### src/hw/isa_pkg.sv
//--------------------
// isa_pkg
// instruction formats and encodings of the MIPS-style integer ISA
//--------------------
`default_nettype none

package isa_pkg;

    localparam int OPCODE_W = 6;
    localparam int REG_W    = 5;
    localparam int IMM_W    = 16;
    localparam int NUM_REGS = 32;

    typedef logic [31:0]      word_t;
    typedef logic [REG_W-1:0] reg_addr_t;

    typedef enum logic [OPCODE_W-1:0] {
        op_rtype = 6'h00,
        op_addi  = 6'h08,
        op_lw    = 6'h23,
        op_sw    = 6'h2b
    } opcode_e;

    typedef enum logic [5:0] {
        fn_add = 6'h20,
        fn_sub = 6'h22,
        fn_and = 6'h24,
        fn_or  = 6'h25,
        fn_slt = 6'h2a
    } funct_e;

    typedef struct packed {
        logic [OPCODE_W-1:0] opcode;
        reg_addr_t           rs;
        reg_addr_t           rt;
        reg_addr_t           rd;
        logic [4:0]          shamt;
        logic [5:0]          funct;
    } r_type_t;

    typedef struct packed {
        logic [OPCODE_W-1:0] opcode;
        reg_addr_t           rs;
        reg_addr_t           rt;
        logic [IMM_W-1:0]    imm;
    } i_type_t;

endpackage

`default_nettype wire

### src/hw/core_pkg.sv
//--------------------
// core_pkg
// control bundle and per-stage payloads of the pipeline
//--------------------
`default_nettype none

package core_pkg;

    typedef enum logic [2:0] {
        alu_add = 3'd0,
        alu_sub = 3'd1,
        alu_and = 3'd2,
        alu_or  = 3'd3,
        alu_slt = 3'd4
    } alu_op_e;

    typedef struct packed {
        logic    reg_write;
        logic    mem_read;
        logic    mem_write;
        logic    use_imm;   // operand b from immediate
        logic    uses_rt;   // rt is a source
        alu_op_e alu_op;
    } ctrl_t;

    localparam ctrl_t ctrl_nop = ctrl_t'('0);

    typedef struct packed {
        ctrl_t              ctrl;
        isa_pkg::word_t     rs_val;
        isa_pkg::word_t     rt_val;
        isa_pkg::word_t     imm;
        isa_pkg::reg_addr_t dst;
    } id_ex_t;

    typedef struct packed {
        ctrl_t              ctrl;
        isa_pkg::word_t     alu_result;
        isa_pkg::word_t     store_data;
        isa_pkg::reg_addr_t dst;
    } ex_mem_t;

    typedef struct packed {
        logic               reg_write;
        isa_pkg::word_t     data;
        isa_pkg::reg_addr_t dst;
    } mem_wb_t;

endpackage

`default_nettype wire

### src/hw/hazard_if.sv
//--------------------
// hazard_if
// source-register query from decode, stall answer from the hazard unit
//--------------------
`timescale 1ns/1ns
`default_nettype none

interface hazard_if;

    isa_pkg::reg_addr_t rs;
    isa_pkg::reg_addr_t rt;
    logic               uses_rs;
    logic               uses_rt;
    logic               stall;

    modport query (output rs, rt, uses_rs, uses_rt, input stall);
    modport check (input rs, rt, uses_rs, uses_rt, output stall);

endinterface

`default_nettype wire

### src/hw/pipe_reg.sv
//--------------------
// pipe_reg
// stage register for any payload, loads a bubble when not loading
//--------------------
`timescale 1ns/1ns
`default_nettype none

module pipe_reg #(
    parameter type T      = logic [31:0],
    parameter T    BUBBLE = T'('0)
) (
    input  wire logic SYS_clk,
    input  wire logic SYS_reset,
    input  wire logic load,
    input  wire T     d,
    output T          q
);

    always_ff @(posedge SYS_clk)
    begin
        if (SYS_reset || !load)
            q <= BUBBLE;    // empty slot flows on
        else
            q <= d;
    end

endmodule

`default_nettype wire

### src/hw/fetch_unit.sv
//--------------------
// fetch_unit
// PC and the one-entry fetch-to-decode register
//--------------------
`timescale 1ns/1ns
`default_nettype none

module fetch_unit #(
    parameter isa_pkg::word_t RESET_PC = '0
) (
    input  wire logic           SYS_clk,
    input  wire logic           SYS_reset,
    output isa_pkg::word_t      imem_addr,
    input  wire isa_pkg::word_t imem_data,
    output logic                d_valid,
    output isa_pkg::word_t      d_instr,
    input  wire logic           d_ready
);

    isa_pkg::word_t pc;
    logic           load;

    assign load      = !d_valid || d_ready;    // slot empty or handed over
    assign imem_addr = pc;

    always_ff @(posedge SYS_clk)
    begin
        if (SYS_reset)
        begin
            pc      <= RESET_PC;
            d_valid <= 1'b0;
        end
        else if (load)
        begin
            pc      <= pc + 32'd4;
            d_valid <= 1'b1;
        end
    end

    always_ff @(posedge SYS_clk)
    begin
        if (load)
            d_instr <= imem_data;
    end

    // decode holds off, so the offered word must not move
    a_hold_instr: assert property (@(posedge SYS_clk) disable iff (SYS_reset)
        (d_valid && !d_ready) |=> (d_valid && $stable(d_instr) && $stable(pc)));

endmodule

`default_nettype wire

### src/hw/decode_stage.sv
//--------------------
// decode_stage
// register file, control decode, immediate and destination select
//--------------------
`timescale 1ns/1ns
`default_nettype none

module decode_stage (
    input  wire logic             SYS_clk,
    input  wire logic             SYS_reset,
    input  wire logic             d_valid,
    input  wire isa_pkg::word_t   d_instr,
    output logic                  d_ready,
    hazard_if.query               hz,
    input  wire core_pkg::mem_wb_t wb,
    output core_pkg::id_ex_t      id_out
);

    isa_pkg::word_t    rf [0:isa_pkg::NUM_REGS-1];
    isa_pkg::r_type_t  instr_r;
    isa_pkg::i_type_t  instr_i;
    core_pkg::ctrl_t   ctrl;
    core_pkg::alu_op_e alu_fn;
    logic              fn_ok;
    logic              supported;

    assign instr_r = isa_pkg::r_type_t'(d_instr);
    assign instr_i = isa_pkg::i_type_t'(d_instr);

    always_ff @(posedge SYS_clk)
    begin
        if (SYS_reset)
            rf[0] <= '0;                        // r0 reads as zero
        else if (wb.reg_write && wb.dst != '0)   // r0 stays zero
            rf[wb.dst] <= wb.data;
    end

    always_comb
    begin
        ctrl      = core_pkg::ctrl_nop;
        alu_fn    = core_pkg::alu_add;
        fn_ok     = 1'b1;
        supported = 1'b1;
        case (instr_r.funct)
            isa_pkg::fn_add: alu_fn = core_pkg::alu_add;
            isa_pkg::fn_sub: alu_fn = core_pkg::alu_sub;
            isa_pkg::fn_and: alu_fn = core_pkg::alu_and;
            isa_pkg::fn_or:  alu_fn = core_pkg::alu_or;
            isa_pkg::fn_slt: alu_fn = core_pkg::alu_slt;
            default:         fn_ok  = 1'b0;
        endcase
        case (instr_r.opcode)
            isa_pkg::op_rtype:
            begin
                supported      = fn_ok;    // unknown funct is a bubble too
                ctrl.reg_write = fn_ok;
                ctrl.uses_rt   = fn_ok;
                ctrl.alu_op    = alu_fn;
            end
            isa_pkg::op_addi:
            begin
                ctrl.reg_write = 1'b1;
                ctrl.use_imm   = 1'b1;
            end
            isa_pkg::op_lw:
            begin
                ctrl.reg_write = 1'b1;
                ctrl.mem_read  = 1'b1;
                ctrl.use_imm   = 1'b1;
            end
            isa_pkg::op_sw:
            begin
                ctrl.mem_write = 1'b1;
                ctrl.use_imm   = 1'b1;    // address = rs + imm
                ctrl.uses_rt   = 1'b1;    // store data
            end
            default: supported = 1'b0;
        endcase
    end

    assign hz.rs      = instr_r.rs;
    assign hz.rt      = instr_r.rt;
    assign hz.uses_rs = d_valid && supported;
    assign hz.uses_rt = d_valid && ctrl.uses_rt;
    assign d_ready    = !hz.stall;

    assign id_out.ctrl   = ctrl;
    assign id_out.rs_val = rf[instr_r.rs];
    assign id_out.rt_val = rf[instr_r.rt];
    assign id_out.imm    = {{16{instr_i.imm[15]}}, instr_i.imm};
    assign id_out.dst    = (instr_r.opcode == isa_pkg::op_rtype) ? instr_r.rd : instr_i.rt;

    // a writeback aimed at r0 must leave it reading zero
    a_r0_kept: assert property (@(posedge SYS_clk) disable iff (SYS_reset)
        (wb.reg_write && wb.dst == '0) |=> (rf[0] == '0));

endmodule

`default_nettype wire

### src/hw/hazard_unit.sv
//--------------------
// hazard_unit
// stalls decode while an in-flight instruction writes one of its sources
//--------------------
`timescale 1ns/1ns
`default_nettype none

module hazard_unit (
    hazard_if.check                hz,
    input  wire isa_pkg::reg_addr_t ex_dst,
    input  wire isa_pkg::reg_addr_t mem_dst,
    input  wire isa_pkg::reg_addr_t wb_dst,
    input  wire logic               ex_wr,
    input  wire logic               mem_wr,
    input  wire logic               wb_wr
);

    logic rs_hit;
    logic rt_hit;

    function automatic logic pending(input isa_pkg::reg_addr_t src,
                                     input isa_pkg::reg_addr_t e_dst, input logic e_wr,
                                     input isa_pkg::reg_addr_t m_dst, input logic m_wr,
                                     input isa_pkg::reg_addr_t w_dst, input logic w_wr);
        logic hit;
        hit = (e_wr && e_dst == src) ||
              (m_wr && m_dst == src) ||
              (w_wr && w_dst == src);    // wb counts, rf write lands at end of cycle
        return hit && (src != '0);        // r0 never waits
    endfunction

    assign rs_hit   = hz.uses_rs && pending(hz.rs, ex_dst, ex_wr, mem_dst, mem_wr, wb_dst, wb_wr);
    assign rt_hit   = hz.uses_rt && pending(hz.rt, ex_dst, ex_wr, mem_dst, mem_wr, wb_dst, wb_wr);
    assign hz.stall = rs_hit || rt_hit;

endmodule

`default_nettype wire

### src/hw/execute_stage.sv
//--------------------
// execute_stage
// operand select and ALU
//--------------------
`timescale 1ns/1ns
`default_nettype none

module execute_stage (
    input  wire core_pkg::id_ex_t id_in,
    output core_pkg::ex_mem_t     ex_out
);

    isa_pkg::word_t op_a;
    isa_pkg::word_t op_b;
    isa_pkg::word_t result;

    assign op_a = id_in.rs_val;
    assign op_b = id_in.ctrl.use_imm ? id_in.imm : id_in.rt_val;

    always_comb
    begin
        case (id_in.ctrl.alu_op)
            core_pkg::alu_add: result = op_a + op_b;
            core_pkg::alu_sub: result = op_a - op_b;
            core_pkg::alu_and: result = op_a & op_b;
            core_pkg::alu_or:  result = op_a | op_b;
            core_pkg::alu_slt: result = ($signed(op_a) < $signed(op_b)) ? 32'd1 : 32'd0;
            default:           result = '0;
        endcase
    end

    assign ex_out.ctrl       = id_in.ctrl;
    assign ex_out.alu_result = result;          // also the dmem address
    assign ex_out.store_data = id_in.rt_val;
    assign ex_out.dst        = id_in.dst;

endmodule

`default_nettype wire

### src/hw/cpu_core.sv
//--------------------
// cpu_core
// five-stage in-order core with external instruction and data memory
//--------------------
`timescale 1ns/1ns
`default_nettype none

module cpu_core #(
    parameter isa_pkg::word_t RESET_PC = '0
) (
    input  wire logic           SYS_clk,
    input  wire logic           SYS_reset,
    output isa_pkg::word_t      imem_addr,
    input  wire isa_pkg::word_t imem_data,
    output isa_pkg::word_t      dmem_addr,
    output isa_pkg::word_t      dmem_wdata,
    output logic                dmem_we,
    output logic                dmem_re,
    input  wire isa_pkg::word_t dmem_rdata
);

    localparam core_pkg::id_ex_t  id_ex_bubble  = '{ctrl: core_pkg::ctrl_nop, default: '0};
    localparam core_pkg::ex_mem_t ex_mem_bubble = '{ctrl: core_pkg::ctrl_nop, default: '0};
    localparam core_pkg::mem_wb_t mem_wb_bubble =
        '{reg_write: core_pkg::ctrl_nop.reg_write, default: '0};

    logic              d_valid;
    logic              d_ready;
    isa_pkg::word_t    d_instr;
    logic              issue;
    core_pkg::id_ex_t  id_d;
    core_pkg::id_ex_t  id_ex_q;
    core_pkg::ex_mem_t ex_d;
    core_pkg::ex_mem_t ex_mem_q;
    core_pkg::mem_wb_t mem_d;
    core_pkg::mem_wb_t mem_wb_q;

    hazard_if hz ();

    fetch_unit #(.RESET_PC(RESET_PC)) u_fetch (
        .SYS_clk   (SYS_clk),
        .SYS_reset (SYS_reset),
        .imem_addr (imem_addr),
        .imem_data (imem_data),
        .d_valid   (d_valid),
        .d_instr   (d_instr),
        .d_ready   (d_ready)
    );

    decode_stage u_decode (
        .SYS_clk   (SYS_clk),
        .SYS_reset (SYS_reset),
        .d_valid   (d_valid),
        .d_instr   (d_instr),
        .d_ready   (d_ready),
        .hz        (hz.query),
        .wb        (mem_wb_q),
        .id_out    (id_d)
    );

    hazard_unit u_hazard (
        .hz      (hz.check),
        .ex_dst  (id_ex_q.dst),
        .mem_dst (ex_mem_q.dst),
        .wb_dst  (mem_wb_q.dst),
        .ex_wr   (id_ex_q.ctrl.reg_write),
        .mem_wr  (ex_mem_q.ctrl.reg_write),
        .wb_wr   (mem_wb_q.reg_write)
    );

    assign issue = d_valid && !hz.stall;    // otherwise a bubble goes to EX

    pipe_reg #(.T(core_pkg::id_ex_t), .BUBBLE(id_ex_bubble)) u_id_ex (
        .SYS_clk (SYS_clk), .SYS_reset (SYS_reset), .load (issue), .d (id_d), .q (id_ex_q)
    );

    execute_stage u_execute (
        .id_in  (id_ex_q),
        .ex_out (ex_d)
    );

    pipe_reg #(.T(core_pkg::ex_mem_t), .BUBBLE(ex_mem_bubble)) u_ex_mem (
        .SYS_clk (SYS_clk), .SYS_reset (SYS_reset), .load (1'b1), .d (ex_d), .q (ex_mem_q)
    );

    assign dmem_addr  = ex_mem_q.alu_result;
    assign dmem_wdata = ex_mem_q.store_data;
    assign dmem_we    = ex_mem_q.ctrl.mem_write;
    assign dmem_re    = ex_mem_q.ctrl.mem_read;

    assign mem_d.reg_write = ex_mem_q.ctrl.reg_write;
    assign mem_d.data      = ex_mem_q.ctrl.mem_read ? dmem_rdata : ex_mem_q.alu_result;
    assign mem_d.dst       = ex_mem_q.dst;

    pipe_reg #(.T(core_pkg::mem_wb_t), .BUBBLE(mem_wb_bubble)) u_mem_wb (
        .SYS_clk (SYS_clk), .SYS_reset (SYS_reset), .load (1'b1), .d (mem_d), .q (mem_wb_q)
    );

    // decode never sets both, and bubbles carry neither
    a_dmem_excl: assert property (@(posedge SYS_clk) disable iff (SYS_reset)
        !(dmem_we && dmem_re));

endmodule

`default_nettype wire

### config.mk
export PLATFORM = sky130hd
export DESIGN_NAME = cpu_core
export DESIGN_NICKNAME = d
export VERILOG_FILES = /design/src/hw/isa_pkg.sv /design/src/hw/core_pkg.sv /design/src/hw/hazard_if.sv /design/src/hw/pipe_reg.sv /design/src/hw/fetch_unit.sv /design/src/hw/decode_stage.sv /design/src/hw/hazard_unit.sv /design/src/hw/execute_stage.sv /design/src/hw/cpu_core.sv
export SDC_FILE = /design/constraint.sdc
export NUM_CORES = 2
export LEC_CHECK = 0
export ABC_CLOCK_PERIOD_IN_PS = 7800
export BUFFER_PORTS_ARGS = -buffer_cell sky130_fd_sc_hd__buf_2
export CAP_MARGIN = 20
export CELL_PAD_IN_SITES_DETAIL_PLACEMENT = 1
export CELL_PAD_IN_SITES_GLOBAL_PLACEMENT = 1
export CORE_ASPECT_RATIO = 0.6
export CORE_MARGIN = 3
export CORE_UTILIZATION = 60
export CTS_BUF_LIST = sky130_fd_sc_hd__clkbuf_8
export DETAILED_ROUTE_END_ITERATION = 10
export HOLD_SLACK_MARGIN = 0.1
export PLACE_DENSITY = 0.83
export REMOVE_ABC_BUFFERS = 1
export SLEW_MARGIN = 20
export SYNTH_ARGS = -nofsm -noshare
export SYNTH_HDL_FRONTEND = slang
export SYNTH_SLANG_ARGS = --single-unit
### constraint.sdc
create_clock -name SYS_clk -period 7.8 [get_ports SYS_clk]
set_input_delay 0.78 -clock SYS_clk [delete_from_list [all_inputs] [get_ports SYS_clk]]
set_output_delay 0.78 -clock SYS_clk [all_outputs]
set_load 0.005 [all_outputs]
== Word level (Yosys, flattened, before mapping) ==
Memories as Yosys holds them, arrays and structs flattened. A register that Yosys moved wholly into a read port is not among the register bits.
Cells that the tools add are included.
Operators by class
  equality and inequality tests: 18
  $add $sub $neg: 3
  magnitude comparators: 1
  multiplexer cells: 21
  bitwise gates (word level): 3
  reductions and logical operators: 34
Operator list (number)
  case mux 32 bit (5 select lines): 1
  two-way mux 32 bit: 3
  equality test 6 bit (second input constant): 7
  adder 32 x 3 -> 32 bit (second input constant): 1
  adder 32 bit: 1
  bitwise AND 32 bit: 1
  < comparator 32 bit: 1
  OR 32 bit: 1
  OR reduction 32 bit: 1
  subtractor 32 bit: 1
  equality test 5 bit: 6
  nonzero test 5 bit: 3
  logical AND 1 bit: 14
  case mux 3 bit (4 select lines): 1
  two-way mux 1 bit: 11
  two-way mux 5 bit: 2
  logical OR 1 bit: 7
  equality test 3 x 2 -> 1 bit (second input constant): 2
  equality test 6 x 4 -> 1 bit (second input constant): 1
  zero test 6 bit: 1
  case mux 1 bit (2 select lines): 3
  OR reduction 5 bit: 1
  OR reduction 2 bit: 2
  equality test 3 x 1 -> 1 bit (second input constant): 1
  other kinds (5): 7
Word-level totals
  input bits: 66
  output and inout bits: 98
  RAM bits: 1024
  flip-flop bits (word level): 203
  memories: 1
Memories
  u_decode.rf: words 32, bits a word 32, rd ports 2, clocked after memory_dff 2, write ports 1, RTL line decode_stage.sv:19  | isa_pkg::word_t rf [0:isa_pkg::NUM_REGS-1];

== Logic depth before layout (Yosys ltp) ==
  word-level depth: 12
  gate-level depth with buffers: 16

== Cells and area by module ==
A second synthesis with hierarchy kept.
Unflattened totals
  cell total of the unflattened synthesis: 5119
  area total of the unflattened synthesis: 65202.5 um^2
By module, submodules not included
  decode_stage: area each 49488.7 um^2, cells an instance 3509, instances 1
  execute_stage: area each 5520.3 um^2, cells an instance 816, instances 1
  pipe_reg (u_id_ex): area each 3276.9 um^2, cells an instance 241, instances 1
  fetch_unit: area each 2487.4 um^2, cells an instance 212, instances 1
  pipe_reg (u_ex_mem): area each 2342.2 um^2, cells an instance 170, instances 1
  pipe_reg (u_mem_wb): area each 1158.6 um^2, cells an instance 84, instances 1
  cpu_core: area each 554.3 um^2, cells an instance 38, instances 1
  hazard_unit: area each 374.1 um^2, cells an instance 49, instances 1

== Worst setup path after synthesis ==
No wires, ideal clock.
  path kind: register to register
  from: register u_id_ex.q[105] (netlist bit)
  to: register u_ex_mem.q[51] (netlist bit)
  buffers on the path: 2
  cell stages (with the launch flop): 16
  setup time: 0.128 ns
  setup slack: 3.956 ns
  arrival: 3.716 ns
  required time: 7.672 ns
  cells stage by stage: dfxtp_1 > clkbuf_1 > clkbuf_1 > mux2i_1 > inv_1 > ha_1 > fa_1 > nor2_1 > o211ai_1 > a211oi_2 > o21ai_0 > a2111oi_0 > o2bb2ai_1 > xnor2_1 > a221oi_1 > nor2_1
Between the ends
  longest elaborated chain between the ends: 3
  elaborated cells on any way between the ends: 6
  those cells by class: 2 x add/sub; 2 x mux; 2 x bitwise
Ends and longest elaborated chain
  from (decl): RTL line pipe_reg.sv:16  | output T q
  from (signal assigned): RTL line pipe_reg.sv:22  | q <= BUBBLE;
  from (signal assigned): RTL line pipe_reg.sv:24  | q <= d;
  two-way mux 32 bit (*): RTL line execute_stage.sv:18  | assign op_b = id_in.ctrl.use_imm ? id_in.imm : id_in.rt_val;
  subtractor 32 bit (tied with other cells): RTL line execute_stage.sv:24  | core_pkg::alu_sub: result = op_a - op_b;
  case mux 32 bit (5 select lines) (*): RTL line execute_stage.sv:22  | case (id_in.ctrl.alu_op)
  to (signal assigned): RTL line pipe_reg.sv:22
  to (signal assigned): RTL line pipe_reg.sv:24
  to (decl): RTL line pipe_reg.sv:16
Mark *: on every way between the ends. The rest lies on a longest branch, timed or not.
A chain may end at the register's enable or synchronous reset.

== Worst setup path in the final report ==
  from: register u_fetch.d_instr[24]
  to: register, netlist name u_id_ex.q[40]
Between the ends
  longest elaborated chain between the ends: 11
  elaborated cells on any way between the ends: 16
  those cells by class: 3 x eq/ne; 13 x reduce/logical
Ends and longest elaborated chain
  from (decl): RTL line fetch_unit.sv:16  | output isa_pkg::word_t d_instr,
  from (signal assigned): RTL line fetch_unit.sv:43  | d_instr <= imem_data;
  equality test 5 bit (on tied branches): RTL line hazard_unit.sv:26, hazard_unit.sv:27
  logical AND 1 bit (on tied branches): RTL line hazard_unit.sv:26, hazard_unit.sv:27
  logical OR 1 bit: RTL line hazard_unit.sv:26  | hit = (e_wr && e_dst == src) ||
  logical OR 1 bit: RTL line hazard_unit.sv:27  | (m_wr && m_dst == src) ||
  logical AND 1 bit (*): RTL line hazard_unit.sv:29  | return hit && (src != '0);
  logical AND 1 bit (*): RTL line hazard_unit.sv:32  | assign rs_hit = hz.uses_rs && pending(hz.rs, ex_dst, ex_wr, mem_dst, mem_wr, wb_dst, wb_wr);
  logical OR 1 bit (*): RTL line hazard_unit.sv:34  | assign hz.stall = rs_hit || rt_hit;
  zero test 1 bit (*): RTL line cpu_core.sv:71  | assign issue = d_valid && !hz.stall;
  logical AND 1 bit (*): RTL line cpu_core.sv:71
  zero test 1 bit (*): RTL line pipe_reg.sv:21  | if (SYS_reset || !load)
  logical OR 1 bit (*): RTL line pipe_reg.sv:21
Marked as above.

==> out/metrics.csv <==
stage;metric;value;unit
sta;Worst Tran Pin Value;1240;ps
detailed_routing;DRC;0;
pwr;Final Total Pwr;13700;uW
detailed_routing;via count;39300;
setup_path;Worst setup SP type;register;
yosys;Post-synth EDFFs;1056;
clock_tree;cts hold-fix bufs;36;
detailed_routing;wire per inst;40.8;um
cells_and_area;post-route cell area;67000;sq um
cells_and_area;# fillers;8466;
yosys;cell taking the most area after synthesis;edfxtp_1;
cells_and_area;commonest non-fill, non-tap cell in the layout;edfxtp_1;
setup_path;WP data arrival;5950;ps
grt;GRT Overall Usage;0.407;
sta;RSZ-0062 raised after global routing;no;
grt;pin count of the biggest net entering global routing;143;
run_status;status;finished, final reports clean;
floorplan;Die H;253;um
cells_and_area;Nets;3897;
yosys;syn avg cell area;17.1;sq um
cells_and_area;Area Overhead vs Synth;9.94;%
floorplan;die area;106000;sq um
pwr;leakage;0.0196;uW
detailed_routing;Vias per Instance;7.56;
floorplan;DIE WIDTH;418;um
pwr;power density over the cells;204;nW/um^2
yosys;Netlist cell types;83;
clock_tree;Reg clk slew, reported paths;80;ps
sta;post-layout minimum cycle time;5230;ps
setup_path;Required @ worst endpoint;8520;ps
detailed_routing;total wire length;212;mm
grt;GRT overflow;0;
clock_tree;Max H-tree Level;4;
setup_path;CP Class;register to register;
cells_and_area;most frequent cells in the layout;edfxtp_1, mux4_2, nor2_1, dfxtp_1, clkbuf_8;
grt;global-route wire length before repair;304;mm
worst_hold_path;Hold Crit Depth;1;
yosys;Post-synth ARST share;0;
floorplan;Initial Util;0.612;
yosys;warning count from the yosys run;0;
setup_path;crit path max fanout;45;
clock_tree;CTS tree;yes;
sta;hold_ws;147;ps
yosys;top-area cell type share of the netlist area;0.520;
sta;Setup TNS;0;ps
sta;fmax;191;MHz
placed_design;Detail Placement HPWL;127;mm
floorplan;I/O pins;164;
pwr;Max VDD drop;0.229;mV
clock_tree;Post-CTS Setup Inserts;0;
setup_path;Reg2Reg Depth;9;
yosys;flops & latches, synth;1289;
run;Maximum Capacitance Violations;0;
yosys;sequential fraction of the synthesis area;0.597;
yosys;Post-Synthesis Cells;3570;
sta;Final Cycle Share;0.670;
clock_tree;# resized after CTS;0;
placed_design;placed cell areas;62900;sq um
clock_tree;root buffer cell;clkbuf_8;
floorplan;Row Count;89;
yosys;Syn Std Cell Area;61000;sq um
detailed_routing;Iter 0 DRT Violations;6678;
setup_path;CP Capture Type;register;
clock_tree;clock buffer count from CTS;182;
sta;Setup Skew;53.1;ps
placed_design;gp weighted congestion;0.954;
cells_and_area;share of layout cells above drive strength 1;0.316;
yosys;synth top area cells;edfxtp_1, mux4_2, dfxtp_1;
worst_hold_path;type of the most critical hold path;primary input to register;
grt;initial antenna violation count;11;
grt;number of global-route vias before repair;40700;
yosys;Primary FF master, synth;edfxtp_1;
clock_tree;Clk Latency, worst-skew pair;930;ps
floorplan;core area;99600;sq um
sta;max_slew headroom;0.172;
detailed_routing;Pre-Repair DR Iteration Count;5;
cells_and_area;Core Util, Final;0.673;
detailed_routing;Final ANT Viol Nets;0;
clock_tree;Clock Path Buffers;3;
placed_design;number of port buffers;161;
clock_tree;clk sink count;1289;
sta;Slew Viols, Final;0;
sta;Final setup viols;0;
sta;final hold viol count;0;
final timing paths:
kind,start,endpoint,slack [ps]
setup / recovery,u_fetch.d_instr[24]$_DFFE_PP_,u_id_ex.q[40]$_SDFF_PP0_,2570
hold / removal,imem_data[7],u_fetch.d_instr[7]$_DFFE_PP_,150
setup reg to reg,u_fetch.d_instr[24]$_DFFE_PP_,u_id_ex.q[40]$_SDFF_PP0_,2570
hold reg to reg,u_id_ex.q[106]$_SDFF_PP0_,u_ex_mem.q[74]$_SDFF_PP0_,460
stage by stage:
step	setup WS (ps)	instances
final	2570	5200
after global routing	2520	5199
after CTS	2710	5196
after detailed placement	2780	4821
after global placement	2850	4817
after floorplan	-5280	3261
registers in the layout, indices dropped and copies added, names as in the netlist:
signal	cells
u_decode.rf	1024
u_ex_mem.q	72
u_fetch.d_instr	32
u_fetch.d_valid	1
u_fetch.imem_addr	30
u_id_ex.q	92
u_mem_wb.q	38
where the power goes:
group / internal (uW) / switching, uW / leakage [uW]
Clock: 2770 / 2820 / 0.00216
Sequential: 7390 / 63.7 / 0.00941
Combinational: 255 / 368 / 0.00806
Total: 10400 / 3250 / 0.0196
layout make-up:
cell class | instances | area [sq um] | share of cell area
antenna | 2 | 5.00 | 0.0000747
clock buffer | 218 | 3000 | 0.0448
clock inverter | 121 | 696 | 0.0104
inverter | 126 | 473 | 0.00706
multi-input combinational | 1846 | 22900 | 0.341
sequential | 1289 | 36400 | 0.543
tap | 1319 | 1650 | 0.0246
timing repair buffer | 279 | 1960 | 0.0292
logic make-up after synthesis:
group                    share of synthesized area
other                                    0.0000615
XOR/XNOR                                    0.0101
flip-flops                                   0.597
multiplexers                                 0.256
buffers and inverters                       0.0331
AND/OR/NAND/NOR                             0.0440
adder cells (fa/ha/maj)                     0.0222
AO/OA/AOI/OAI                               0.0375
critical path, stage by stage, from the launching register on:
cell and delay (ps):
edfxtp_1 1000, buf_4 750, xnor2_1 220, nand3_1 120
and3_1 230, o22ai_2 340, nand2_2 690, nand3_4 740
buf_4 730, nor2_1 180
metal layers:
metal  up-vias  GRT usage  part of all wire  wire, um
met2      3493      0.608              0.45     96300
met1     20500      0.566              0.36     75700
met3       684      0.103              0.13     27600
li1      14600          -                 -         -
met4         4      0.209             0.058     12400
met5         -          0           0.00012        26
synthesized netlist by cell type, types with 11 or more instances:
| master | instances |
|---|---|
| a31oi_1 | 15 |
| xnor2_1 | 35 |
| nand3_1 | 32 |
| nor3_1 | 14 |
| buf_2 | 83 |
| or3_1 | 14 |
| mux2i_1 | 120 |
| buf_4 | 68 |
| clkbuf_1 | 112 |
| o21ai_0 | 57 |
| buf_1 | 43 |
| nand4_1 | 16 |
| o21bai_1 | 13 |
| xor2_1 | 35 |
| and2_1 | 53 |
| nor2_1 | 279 |
| o31ai_1 | 12 |
| a21oi_1 | 117 |
| a211oi_1 | 14 |
| nor4_1 | 11 |
| nand2_1 | 58 |
| ha_1 | 105 |
| inv_1 | 122 |
| dfxtp_1 | 233 |
| mux4_2 | 640 |
| edfxtp_1 | 1056 |
| nor2b_1 | 39 |
| a221oi_1 | 18 |
Power figures use the tool's default switching activity.
